===== config.mk =====
export PLATFORM = sky130hd
export DESIGN_NAME = mem_subsystem
export DESIGN_NICKNAME = d
export VERILOG_FILES = /design/src/source/mem_pkg.sv /design/src/source/load_store_unit.sv /design/src/source/store_buffer.sv /design/src/source/data_memory.sv /design/src/source/memory_stage.sv /design/src/source/mem_subsystem.sv
export VERILOG_INCLUDE_DIRS = /design/src /design/src/source
export SDC_FILE = /design/constraint.sdc
export NUM_CORES = 2
export LEC_CHECK = 0
export BUFFER_PORTS_ARGS = -buffer_cell sky130_fd_sc_hd__buf_4
export CAP_MARGIN = 5
export CORE_MARGIN = 2
export CORE_UTILIZATION = 50
export DETAILED_ROUTE_END_ITERATION = 8
export PLACE_DENSITY = 0.66
export SLEW_MARGIN = 40
export SYNTH_ARGS = -nofsm -noshare
export SYNTH_HDL_FRONTEND = slang
export SYNTH_SLANG_ARGS = --single-unit

===== constraint.sdc =====
create_clock -name clk -period 11.4 [get_ports clk]
set_input_delay 1.71 -clock clk [delete_from_list [all_inputs] [get_ports clk]]
set_output_delay 1.71 -clock clk [all_outputs]
set_load 0.02 [all_outputs]

===== src/source/mem_macros.svh =====
`ifndef MEM_MACROS_SVH
`define MEM_MACROS_SVH

// Store buffer entries
`define SB_DEPTH 4

// Word address width of the data memory, 64 words
`define MEM_ADDR_BITS 6

`endif


===== src/source/mem_pkg.sv =====
`include "mem_macros.svh"

package mem_pkg;

  typedef enum logic [1:0] {
    mem_none  = 2'd0,
    mem_load  = 2'd1,
    mem_store = 2'd2,
    mem_fence = 2'd3
  } mem_op_e;

  typedef enum logic [1:0] {
    lsu_byte = 2'd0,
    lsu_half = 2'd1,
    lsu_word = 2'd2
  } lsu_size_e;

  typedef struct packed {
    lsu_size_e size;
    logic      is_unsigned;  // Zero-extend loads
  } lsu_op_t;

  typedef struct packed {
    logic [31:0] pc;
    mem_op_e     op;
    lsu_op_t     lsu;
    logic        wren;
    logic [4:0]  waddr;
    logic [31:0] address;
    logic [31:0] sdata;    // Store source
    logic [31:0] wdata;    // ALU result
  } mem_instr_t;

  typedef struct packed {
    logic [31:0] addr;
    logic [31:0] wdata;    // Already lane-placed
    logic [3:0]  wstrb;    // Zero for loads and fences
    logic        load;
    logic        fence;
  } mem_req_t;

  typedef struct packed {
    logic        valid;
    logic        wren;
    logic [4:0]  waddr;
    logic [31:0] wdata;
    logic [31:0] pc;
  } wb_t;

  typedef struct packed {
    logic [`MEM_ADDR_BITS-1:0] addr;  // Word address
    logic [31:0]               wdata;
    logic [3:0]                wstrb;
  } sb_entry_t;

endpackage


===== src/source/load_store_unit.sv =====
`timescale 1ns/1ps

module load_store_unit (
  input  mem_pkg::lsu_op_t lsu,
  input  logic [1:0]       offset,
  input  logic [31:0]      sdata,
  input  logic [31:0]      load_word,
  output logic [31:0]      store_data,
  output logic [3:0]       store_strb,
  output logic [31:0]      load_result
);
  import mem_pkg::*;

  logic [31:0] lane;

  // Byte or half copied into every lane, the strobe picks the real one
  always_comb begin
    case (lsu.size)
      lsu_byte: begin
        store_data = {4{sdata[7:0]}};
        store_strb = 4'b0001 << offset;
      end
      lsu_half: begin
        store_data = {2{sdata[15:0]}};
        store_strb = 4'b0011 << offset;
      end
      default: begin
        store_data = sdata;
        store_strb = 4'b1111;
      end
    endcase
  end

  assign lane = load_word >> {offset, 3'b000};  // Addressed byte down to bit 0

  always_comb begin
    case (lsu.size)
      lsu_byte: begin
        if (lsu.is_unsigned) begin
          load_result = {24'b0, lane[7:0]};
        end else begin
          load_result = {{24{lane[7]}}, lane[7:0]};
        end
      end
      lsu_half: begin
        if (lsu.is_unsigned) begin
          load_result = {16'b0, lane[15:0]};
        end else begin
          load_result = {{16{lane[15]}}, lane[15:0]};
        end
      end
      default: load_result = load_word;
    endcase
  end

endmodule


===== src/source/store_buffer.sv =====
`timescale 1ns/1ps
`include "mem_macros.svh"

module store_buffer #(
  parameter int DEPTH = `SB_DEPTH
) (
  input  logic                      clk,
  input  logic                      rst,
  input  mem_pkg::mem_req_t         req,
  input  logic                      req_valid,
  output logic                      req_ready,
  output logic                      rsp_valid,
  output logic [31:0]               rsp_rdata,
  output logic                      wr_en,
  output mem_pkg::sb_entry_t        wr_entry,
  output logic                      rd_en,
  output logic [`MEM_ADDR_BITS-1:0] rd_addr,
  input  logic [31:0]               rd_data
);
  import mem_pkg::*;

  localparam int PTR_BITS = (DEPTH > 1) ? $clog2(DEPTH) : 1;
  localparam int CNT_BITS = $clog2(DEPTH + 1);

  sb_entry_t           entries [DEPTH];
  logic [PTR_BITS-1:0] head;
  logic [PTR_BITS-1:0] tail;
  logic [CNT_BITS-1:0] count;
  logic                empty;
  logic                full;
  logic                push;
  logic                pop;

  function automatic logic [PTR_BITS-1:0] next_ptr(input logic [PTR_BITS-1:0] ptr);
    if (ptr == PTR_BITS'(DEPTH - 1)) begin
      return '0;
    end
    return ptr + 1'b1;
  endfunction

  assign empty = (count == '0);
  assign full  = (count == CNT_BITS'(DEPTH));

  // Loads wait for the last drain write to land, so no forwarding is needed
  always_comb begin
    if (req.load) begin
      req_ready = empty & ~wr_en;
    end else if (req.fence) begin
      req_ready = empty;
    end else begin
      req_ready = ~full;
    end
  end

  assign push      = req_valid & req_ready & ~req.load & ~req.fence;
  assign pop       = ~empty;                 // Drain oldest entry every cycle
  assign rd_en     = req_valid & req_ready & req.load;
  assign rd_addr   = req.addr[`MEM_ADDR_BITS+1:2];
  assign rsp_rdata = rd_data;

  always_ff @(posedge clk) begin
    if (!rst) begin
      head      <= '0;
      tail      <= '0;
      count     <= '0;
      wr_en     <= 1'b0;
      rsp_valid <= 1'b0;
    end else begin
      if (push) begin
        tail <= next_ptr(tail);
      end
      if (pop) begin
        head <= next_ptr(head);
      end
      case ({push, pop})
        2'b10:   count <= count + 1'b1;
        2'b01:   count <= count - 1'b1;
        default: count <= count;
      endcase
      wr_en     <= pop;
      rsp_valid <= rd_en;                    // Memory returns data one clock later
    end
  end

  always_ff @(posedge clk) begin
    if (push) begin
      entries[tail].addr  <= req.addr[`MEM_ADDR_BITS+1:2];
      entries[tail].wdata <= req.wdata;
      entries[tail].wstrb <= req.wstrb;
    end
    if (pop) begin
      wr_entry <= entries[head];
    end
  end

endmodule


===== src/source/data_memory.sv =====
`timescale 1ns/1ps
`include "mem_macros.svh"

module data_memory #(
  parameter int WORDS = 2 ** `MEM_ADDR_BITS
) (
  input  logic                      clk,
  input  logic                      wr_en,
  input  mem_pkg::sb_entry_t        wr_entry,
  input  logic                      rd_en,
  input  logic [`MEM_ADDR_BITS-1:0] rd_addr,
  output logic [31:0]               rd_data
);

  logic [31:0] words [WORDS];

  initial begin
    for (int i = 0; i < WORDS; i++) begin
      words[i] = 32'h0;
    end
  end

  always_ff @(posedge clk) begin
    if (wr_en) begin
      for (int b = 0; b < 4; b++) begin
        if (wr_entry.wstrb[b]) begin
          words[wr_entry.addr][8*b +: 8] <= wr_entry.wdata[8*b +: 8];
        end
      end
    end
  end

  always_ff @(posedge clk) begin
    if (rd_en) begin
      rd_data <= words[rd_addr];  // Registered read
    end
  end

endmodule


===== src/source/memory_stage.sv =====
`timescale 1ns/1ps

module memory_stage (
  input  logic                clk,
  input  logic                rst,
  input  mem_pkg::mem_instr_t in,
  input  logic                in_valid,
  output logic                in_ready,
  input  logic                flush,
  output mem_pkg::mem_req_t   req,
  output logic                req_valid,
  input  logic                req_ready,
  input  logic                rsp_valid,
  input  logic [31:0]         rsp_rdata,
  output logic [31:0]         load_word,
  output mem_pkg::lsu_op_t    lsu,
  output logic [1:0]          offset,
  input  logic [31:0]         load_result,
  input  logic [31:0]         store_data,
  input  logic [3:0]          store_strb,
  output mem_pkg::wb_t        wb
);
  import mem_pkg::*;

  typedef enum logic [1:0] {
    st_empty,
    st_request,
    st_response,
    st_retire
  } state_e;

  state_e     state_q;
  state_e     state_d;
  mem_instr_t instr_q;
  wb_t        wb_d;
  logic       active_q;   // Low for the first cycle out of reset
  logic       free;
  logic       in_fire;
  logic       writes_reg;

  always_comb begin
    case (state_q)
      st_empty, st_retire: free = active_q;
      st_response:         free = active_q & rsp_valid;
      default:             free = 1'b0;
    endcase
  end

  assign in_ready = free | flush;
  assign in_fire  = in_valid & in_ready;

  assign req_valid = (state_q == st_request);
  assign req = '{
    addr:  instr_q.address,
    wdata: store_data,
    wstrb: (instr_q.op == mem_store) ? store_strb : 4'h0,
    load:  (instr_q.op == mem_load),
    fence: (instr_q.op == mem_fence)
  };

  // One operand word to the load unit, store source or returned memory word
  assign load_word = (instr_q.op == mem_store) ? instr_q.sdata : rsp_rdata;
  assign lsu       = instr_q.lsu;
  assign offset    = instr_q.address[1:0];

  assign writes_reg = (instr_q.op == mem_none) | (instr_q.op == mem_load);

  always_comb begin
    state_d = state_q;
    wb_d    = '0;
    case (state_q)
      st_request: begin
        if (req_ready) begin
          state_d = (instr_q.op == mem_load) ? st_response : st_retire;
        end
      end
      st_response: begin
        if (rsp_valid) begin
          wb_d.valid = 1'b1;
          wb_d.wdata = load_result;
          state_d    = st_empty;
        end
      end
      st_retire: begin
        wb_d.valid = 1'b1;
        wb_d.wdata = instr_q.wdata;
        state_d    = st_empty;
      end
      default: state_d = st_empty;
    endcase
    wb_d.wren  = wb_d.valid & writes_reg & instr_q.wren & (|instr_q.waddr);  // x0 never written
    wb_d.waddr = instr_q.waddr;
    wb_d.pc    = instr_q.pc;
    if (flush) begin
      state_d    = st_empty;
      wb_d.valid = 1'b0;
      wb_d.wren  = 1'b0;
    end
    if (in_fire) begin
      state_d = (in.op == mem_none) ? st_retire : st_request;
    end
  end

  always_ff @(posedge clk) begin
    if (!rst) begin
      state_q  <= st_empty;
      active_q <= 1'b0;
      wb       <= '0;
    end else begin
      state_q  <= state_d;
      active_q <= 1'b1;
      wb       <= wb_d;
    end
  end

  always_ff @(posedge clk) begin
    if (in_fire) begin
      instr_q <= in;
    end
  end

endmodule


===== src/source/mem_subsystem.sv =====
`timescale 1ns/1ps
`include "mem_macros.svh"

module mem_subsystem (
  input  logic                clk,
  input  logic                rst,
  input  mem_pkg::mem_instr_t in,
  input  logic                in_valid,
  output logic                in_ready,
  input  logic                flush,
  output mem_pkg::wb_t        wb
);
  import mem_pkg::*;

  mem_req_t                  req;
  logic                      req_valid;
  logic                      req_ready;
  logic                      rsp_valid;
  logic [31:0]               rsp_rdata;
  logic [31:0]               load_word;
  lsu_op_t                   lsu;
  logic [1:0]                offset;
  logic [31:0]               load_result;
  logic [31:0]               store_data;
  logic [3:0]                store_strb;
  logic                      wr_en;
  sb_entry_t                 wr_entry;
  logic                      rd_en;
  logic [`MEM_ADDR_BITS-1:0] rd_addr;
  logic [31:0]               rd_data;

  memory_stage stage0 (
    .clk         (clk),
    .rst         (rst),
    .in          (in),
    .in_valid    (in_valid),
    .in_ready    (in_ready),
    .flush       (flush),
    .req         (req),
    .req_valid   (req_valid),
    .req_ready   (req_ready),
    .rsp_valid   (rsp_valid),
    .rsp_rdata   (rsp_rdata),
    .load_word   (load_word),
    .lsu         (lsu),
    .offset      (offset),
    .load_result (load_result),
    .store_data  (store_data),
    .store_strb  (store_strb),
    .wb          (wb)
  );

  load_store_unit lsu0 (
    .lsu         (lsu),
    .offset      (offset),
    .sdata       (load_word),    // Carries the store source for stores
    .load_word   (load_word),
    .store_data  (store_data),
    .store_strb  (store_strb),
    .load_result (load_result)
  );

  store_buffer #(
    .DEPTH (`SB_DEPTH)
  ) sb0 (
    .clk       (clk),
    .rst       (rst),
    .req       (req),
    .req_valid (req_valid),
    .req_ready (req_ready),
    .rsp_valid (rsp_valid),
    .rsp_rdata (rsp_rdata),
    .wr_en     (wr_en),
    .wr_entry  (wr_entry),
    .rd_en     (rd_en),
    .rd_addr   (rd_addr),
    .rd_data   (rd_data)
  );

  data_memory mem0 (
    .clk      (clk),
    .wr_en    (wr_en),
    .wr_entry (wr_entry),
    .rd_en    (rd_en),
    .rd_addr  (rd_addr),
    .rd_data  (rd_data)
  );

endmodule


**After elaboration in Yosys (flattened, before gate mapping)**

Memory sizes are Yosys's and may differ from the RTL's. A register that Yosys moved wholly into a read port is not among the register bits.
Index checks and enable logic that the tools add are counted.

- Bits in registers: 198
- Bits in latches: 0
- Bits in writable memories: 2216
- Memory bits (read-only): 0
- Input bits: 143
- Output and inout bits: 72
- Word-level logic and storage cells: 120
- Memories: 2

- Add/sub/neg operators: 4
- $mul: 0
- Divide/modulo/power cells: 0
- Magnitude comparators: 0
- Equal/unequal tests: 14
- Shift operators: 3
- Mux-type cells: 47
- Bitwise operators: 18
- Reductions and logical operators: 11

Memory list:

| name | depth | bits a word | rd ports | clocked after memory_dff | wr ports | line | text |
|---|---|---|---|---|---|---|---|
| mem0.words | 64 | 32 | 1 | 1 | 1 | data_memory.sv:15 | `logic [31:0] words [WORDS];` |
| sb0.entries | 4 | 42 | 1 | 1 | 1 | store_buffer.sv:25 | `sb_entry_t entries [DEPTH];` |

Operators with widths:

| kind | number |
|---|---|
| $pmux W32 S2 | 3 |
| $mux W32 | 4 |
| $shr A32 B5 Y16 | 1 |
| $mux W1 | 25 |
| $mux W2 | 9 |
| $eq A2 B2 Y1 const B | 7 |
| $and A1 B1 Y1 | 10 |
| $eq A2 B1 Y1 const B | 4 |
| $logic_not A2 Y1 | 4 |
| $pmux W4 S2 | 1 |
| $not A1 Y1 | 6 |
| $pmux W3 S2 | 1 |
| $reduce_or A5 Y1 | 1 |
| $add A2 B1 Y2 const B | 2 |
| $mux W4 | 1 |
| $ne A4 B2 Y1 const B | 1 |
| $ne A4 B4 Y1 const B | 1 |
| $pmux W1 S2 | 2 |
| $pmux W2 S2 | 1 |
| $reduce_or A2 Y1 | 2 |
| $shl A1 B2 Y4 const A | 1 |
| $shl A2 B2 Y4 const A | 1 |
| $add A3 B1 Y3 const B | 1 |
| $eq A3 B3 Y1 const B | 1 |
| other kinds (6) | 7 |

**Longest topological paths before layout**

- Depth after elaboration: 10
- Depth in mapped cells: 12
- Gate-level depth less buffers: 11

**By module**

A second synthesis with hierarchy kept.

- Cell total of the unflattened synthesis: 4595
- Area, all modules: 97059.3 um2

By module, submodules not included:

| module | instances | cells an instance | area an instance (um2) | seq. area each (um2) |
|---|---|---|---|---|
| data_memory | 1 | 3576 | 80091.8 | 62459.9 |
| store_buffer | 1 | 359 | 8139.1 | 6486.2 |
| memory_stage | 1 | 469 | 7492.2 | 5655.4 |
| load_store_unit | 1 | 191 | 1336.3 | 0.0 |

**Worst setup path before layout**

No wires, ideal clock.

- Path kind: input to register
- Start: in flush
- End: reg stage0.state_q[1]
- Data arrival time: 5.098 ns
- Data required time: 11.284 ns
- Setup slack: 6.186 ns
- Cell stages on the path: 4
- Buffers on the path: 0
- Path through: nand2b_1 > and2_1 > nor4_1 > o21a_1

- Longest elaborated chain between the ends: 4

RTL lines:

| element | line | text |
|---|---|---|
| start, declared | mem_subsystem.sv:10 | `input logic flush,` |
| $or A1 B1 Y1 (*) | memory_stage.sv:49 | `assign in_ready = free \| flush;` |
| $and A1 B1 Y1 (*) | memory_stage.sv:50 | `assign in_fire = in_valid & in_ready;` |
| net stage0.in_fire | memory_stage.sv:38 | `logic in_fire;` |
| $ne A4 B4 Y1 (no line) / $ne A4 B2 Y1 (equally long branches) | -- |  |
| $reduce_and A2 Y1 (no line) | -- |  |
| end signal, assigned | memory_stage.sv:106 | `state_q <= st_empty;` |
| end signal, assigned | memory_stage.sv:110 | `state_q <= state_d;` |
| end, declared | memory_stage.sv:32 | `state_e state_q;` |

Mark *: on every way through the listed nets, which the timed path passes. The rest lies on a longest branch.
A chain may end at the register's enable or synchronous reset.

==> flow_metrics.env <==
export IMPL_status="complete, no violations"
export IMPL_worst_ep_required_time_ns=11.98
export IMPL_cts_tree="done"
export IMPL_gr_usage_all_layers_pct=25.7
export IMPL_fin_cells=7509
export IMPL_gp_congestion=0.865
export IMPL_synth_edf_count=2405
export IMPL_first_pass_iters=8
export IMPL_die_w_um=439
export IMPL_die_h_um=439
export IMPL_fin_area_mm2=0.107
export IMPL_vias=47300
export IMPL_crit_type="flip-flop to flip-flop"
export IMPL_grt_overflow=0
export IMPL_ys_ff_latch=2488
export IMPL_fin_crit_sh_pct=42.6
export IMPL_antenna_found_initial=5
export IMPL_p_leak_nw=33.7
export IMPL_hold_buffers=0
export IMPL_hold_path_class="flip-flop to flip-flop"
export IMPL_drt_iter0_drc=7019
export IMPL_drive_gt1_share_pct=28.2
export IMPL_switching_share_pct=26.2
export IMPL_pwr_share_comb_pct=13.2
export IMPL_synth_top_flop_cell="edfxtp_1"
export IMPL_intPower_mw=16.4
export IMPL_seq_area_frac_synth_pct=77.9
export IMPL_grt_pass1_vias=46400
export IMPL_cp_start_kind="flip-flop"
export IMPL_wl_per_cell_um=33.0
export IMPL_finalHoldViolCount=0
export IMPL_synth_warnings=0
export IMPL_finalClockSkew_ns=0.0515
export IMPL_routed_wl_um=247000
export IMPL_grt_pass1_wl_um=348000
export IMPL_fin_util_pct=57.1
export IMPL_nNetsFinal=4960
export IMPL_fillers=13800
export IMPL_cts_root_buf="clkbuf_16"
export IMPL_cp_end_kind="flip-flop"
export IMPL_synth_area_mm2=0.0948
export IMPL_port_buffer_count=190
export IMPL_async_flop_share_pct=0
export IMPL_synth_cell_type_count=65
export IMPL_rsz0062_at_grt="no"
export IMPL_cts_resized=0
export IMPL_critical_path_peak_fanout=57
export IMPL_clk_latency_ns=0.90
export IMPL_slew_viol_final=0
export IMPL_dieArea_mm2=0.193
export IMPL_place_area_mm2=0.0994
export IMPL_clockPowerShare_pct=34.9
export IMPL_totalNegativeSetupSlack_ns=0
export IMPL_final_common_cell="edfxtp_1"
export IMPL_placed_cells=7056
export IMPL_post_dp_hpwl_um=151000
export IMPL_synth_cells=4526
export IMPL_clk_path_buf_depth=3
export IMPL_power_density_mw_per_mm2=207
export IMPL_cts_setup_buffers=0
export IMPL_ant_nets=0
export IMPL_clk_pin_slew_worst_paths_ns=0.07
export IMPL_ios=215
export IMPL_grt_max_degree=104
export IMPL_syn_nets=4680
export IMPL_cts_buffers=239
export IMPL_clock_fmax_ghz=0.206
export IMPL_vias_per_cell=6.30
export IMPL_cts_max_level=4
export IMPL_p_sw_mw=5.85
export IMPL_core_area_mm2=0.188
export IMPL_synth_avg_cell_area_um2=20.9
export IMPL_maxSlewHeadroom_pct=33.7
export IMPL_worstMarginPinSlew_ns=0.993
export IMPL_initial_core_util_pct=50.4
export IMPL_cp_arrival_ns=5.43
export IMPL_ir_drop_mv=0.153
export IMPL_setup_viol=0
export IMPL_maxCapViolations=0
export IMPL_period_minus_slack_ns=4.86
export IMPL_drc=0
export IMPL_synth_top_area_cell="edfxtp_1"
export IMPL_yosysTopAreaCellShare_pct=76.2
export IMPL_pwr_share_seq_pct=51.9
export IMPL_final_cell_mix="2,405 x edfxtp_1, 547 x mux4_2, 268 x buf_4"
export IMPL_placementRows=159
export IMPL_syn_to_final_growth_pct=13.3
export IMPL_synth_area_top_cells="edfxtp_1 76%, mux4_2 13%, dfxtp_1 1.8%"
export IMPL_cts_sinks=2488
synthesized netlist by cell type, types with 27 or more instances:
cell / number
a21oi_1: 68
nor3_1: 27
nor2_1: 319
mux2_2: 31
a221oi_1: 42
clkbuf_1: 126
mux2i_1: 124
and2_1: 53
a22o_1: 29
o21ai_0: 49
o22ai_1: 37
buf_1: 29
mux4_2: 547
buf_2: 70
nand2_1: 203
dfxtp_1: 83
edfxtp_1: 2405
o221ai_1: 36
layout make-up:
type | instances | area (µm²) | share of cell area [%]
sequential | 2488 | 73900 | 68.8
multi-input combinational | 1769 | 20300 | 18.9
clock buffer | 294 | 6230 | 5.80
tap | 2495 | 3120 | 2.91
timing repair buffer | 292 | 2430 | 2.27
clock inverter | 151 | 1440 | 1.34
inverter | 16 | 62.6 | 0.0582
antenna | 4 | 10.0 | 0.00932
worst paths after layout:
| check | endpoint | cells past startpoint | start | slack (ns) |
|---|---|---|---|---|
| worst min-delay path | stage0.wb[3]$_SDFF_PN0_ | 1 | stage0.instr_q[110]$_DFFE_PP_ | 0.45 |
| worst max register to register | mem0.rd_data[28]$_DFFE_PP_ | 8 | stage0.req[40]$_DFFE_PP_ | 6.54 |
| worst max-delay path | mem0.rd_data[28]$_DFFE_PP_ | 8 | stage0.req[40]$_DFFE_PP_ | 6.54 |
| worst min register to register | stage0.wb[3]$_SDFF_PN0_ | 1 | stage0.instr_q[110]$_DFFE_PP_ | 0.45 |
per-layer routing:
layer / GRT usage [%] / part of all wire, % / vias up
li1: - / - / 19300
met2: 39.1 / 47 / 2717
met4: 10.0 / 3.9 / 4
met1: 35.8 / 38 / 24900
met3: 6.54 / 11 / 433
met5: 0.323 / 0.040 / -
cell families after synthesis:
logic type	after synthesis	share of synthesized area, %
buf+inv	269	1.29
fa+ha+maj	11	0.153
mux	704	14.7
compound gates	380	2.84
xor+xnor	2	0.0185
simple gates	672	3.07
flops	2488	77.9
per-stage QoR:
step                worst slack [ns]  power, mW  hold slack [ns]
detailed placement              6.53       14.6            0.433
global placement                6.61       14.4            0.429
CTS                             6.50       22.3            0.449
global route                    6.26       22.9            0.459
floorplan                       6.19       13.2            0.418
finish                          6.54       22.3            0.448
power groups by stage:
| stage | clock [mW] | sequential [mW] | combinational [mW] |
|---|---|---|---|
| 6_report | 7.77 | 11.6 | 2.95 |
| 5_1_grt | 8.21 | 11.6 | 3.09 |
| 4_1_cts | 7.87 | 11.6 | 2.86 |
| 3_5_place_dp | 0 | 11.8 | 2.86 |
| 3_3_place_gp | 0 | 11.8 | 2.68 |
| 2_1_floorplan | 0 | 12.3 | 0.938 |
sequential cells by signal, summed over array words and instances, names as in the netlist:
name and count:
mem0.words 2048, sb0.entries 168, stage0.instr_q 104, stage0.wb 71, sb0.wr_entry 42, mem0.rd_data 32
stage0.req 6, sb0.count 3, stage0.lsu 3, sb0.head 2, sb0.tail 2, stage0.offset 2
stage0.state_q 2, sb0.rsp_valid 1, sb0.wr_en 1, stage0.active_q 1
worst max-delay path: stages, from the launching register on:
cell,delay (ns)
edfxtp_1,0.78
buf_4,0.49
buf_12,0.43
buf_16,0.38
buf_4,0.67
mux4_2,0.64
a22o_1,0.20
a221oi_1,0.57
a221oi_1,0.23
Power figures use the tool's default switching activity.
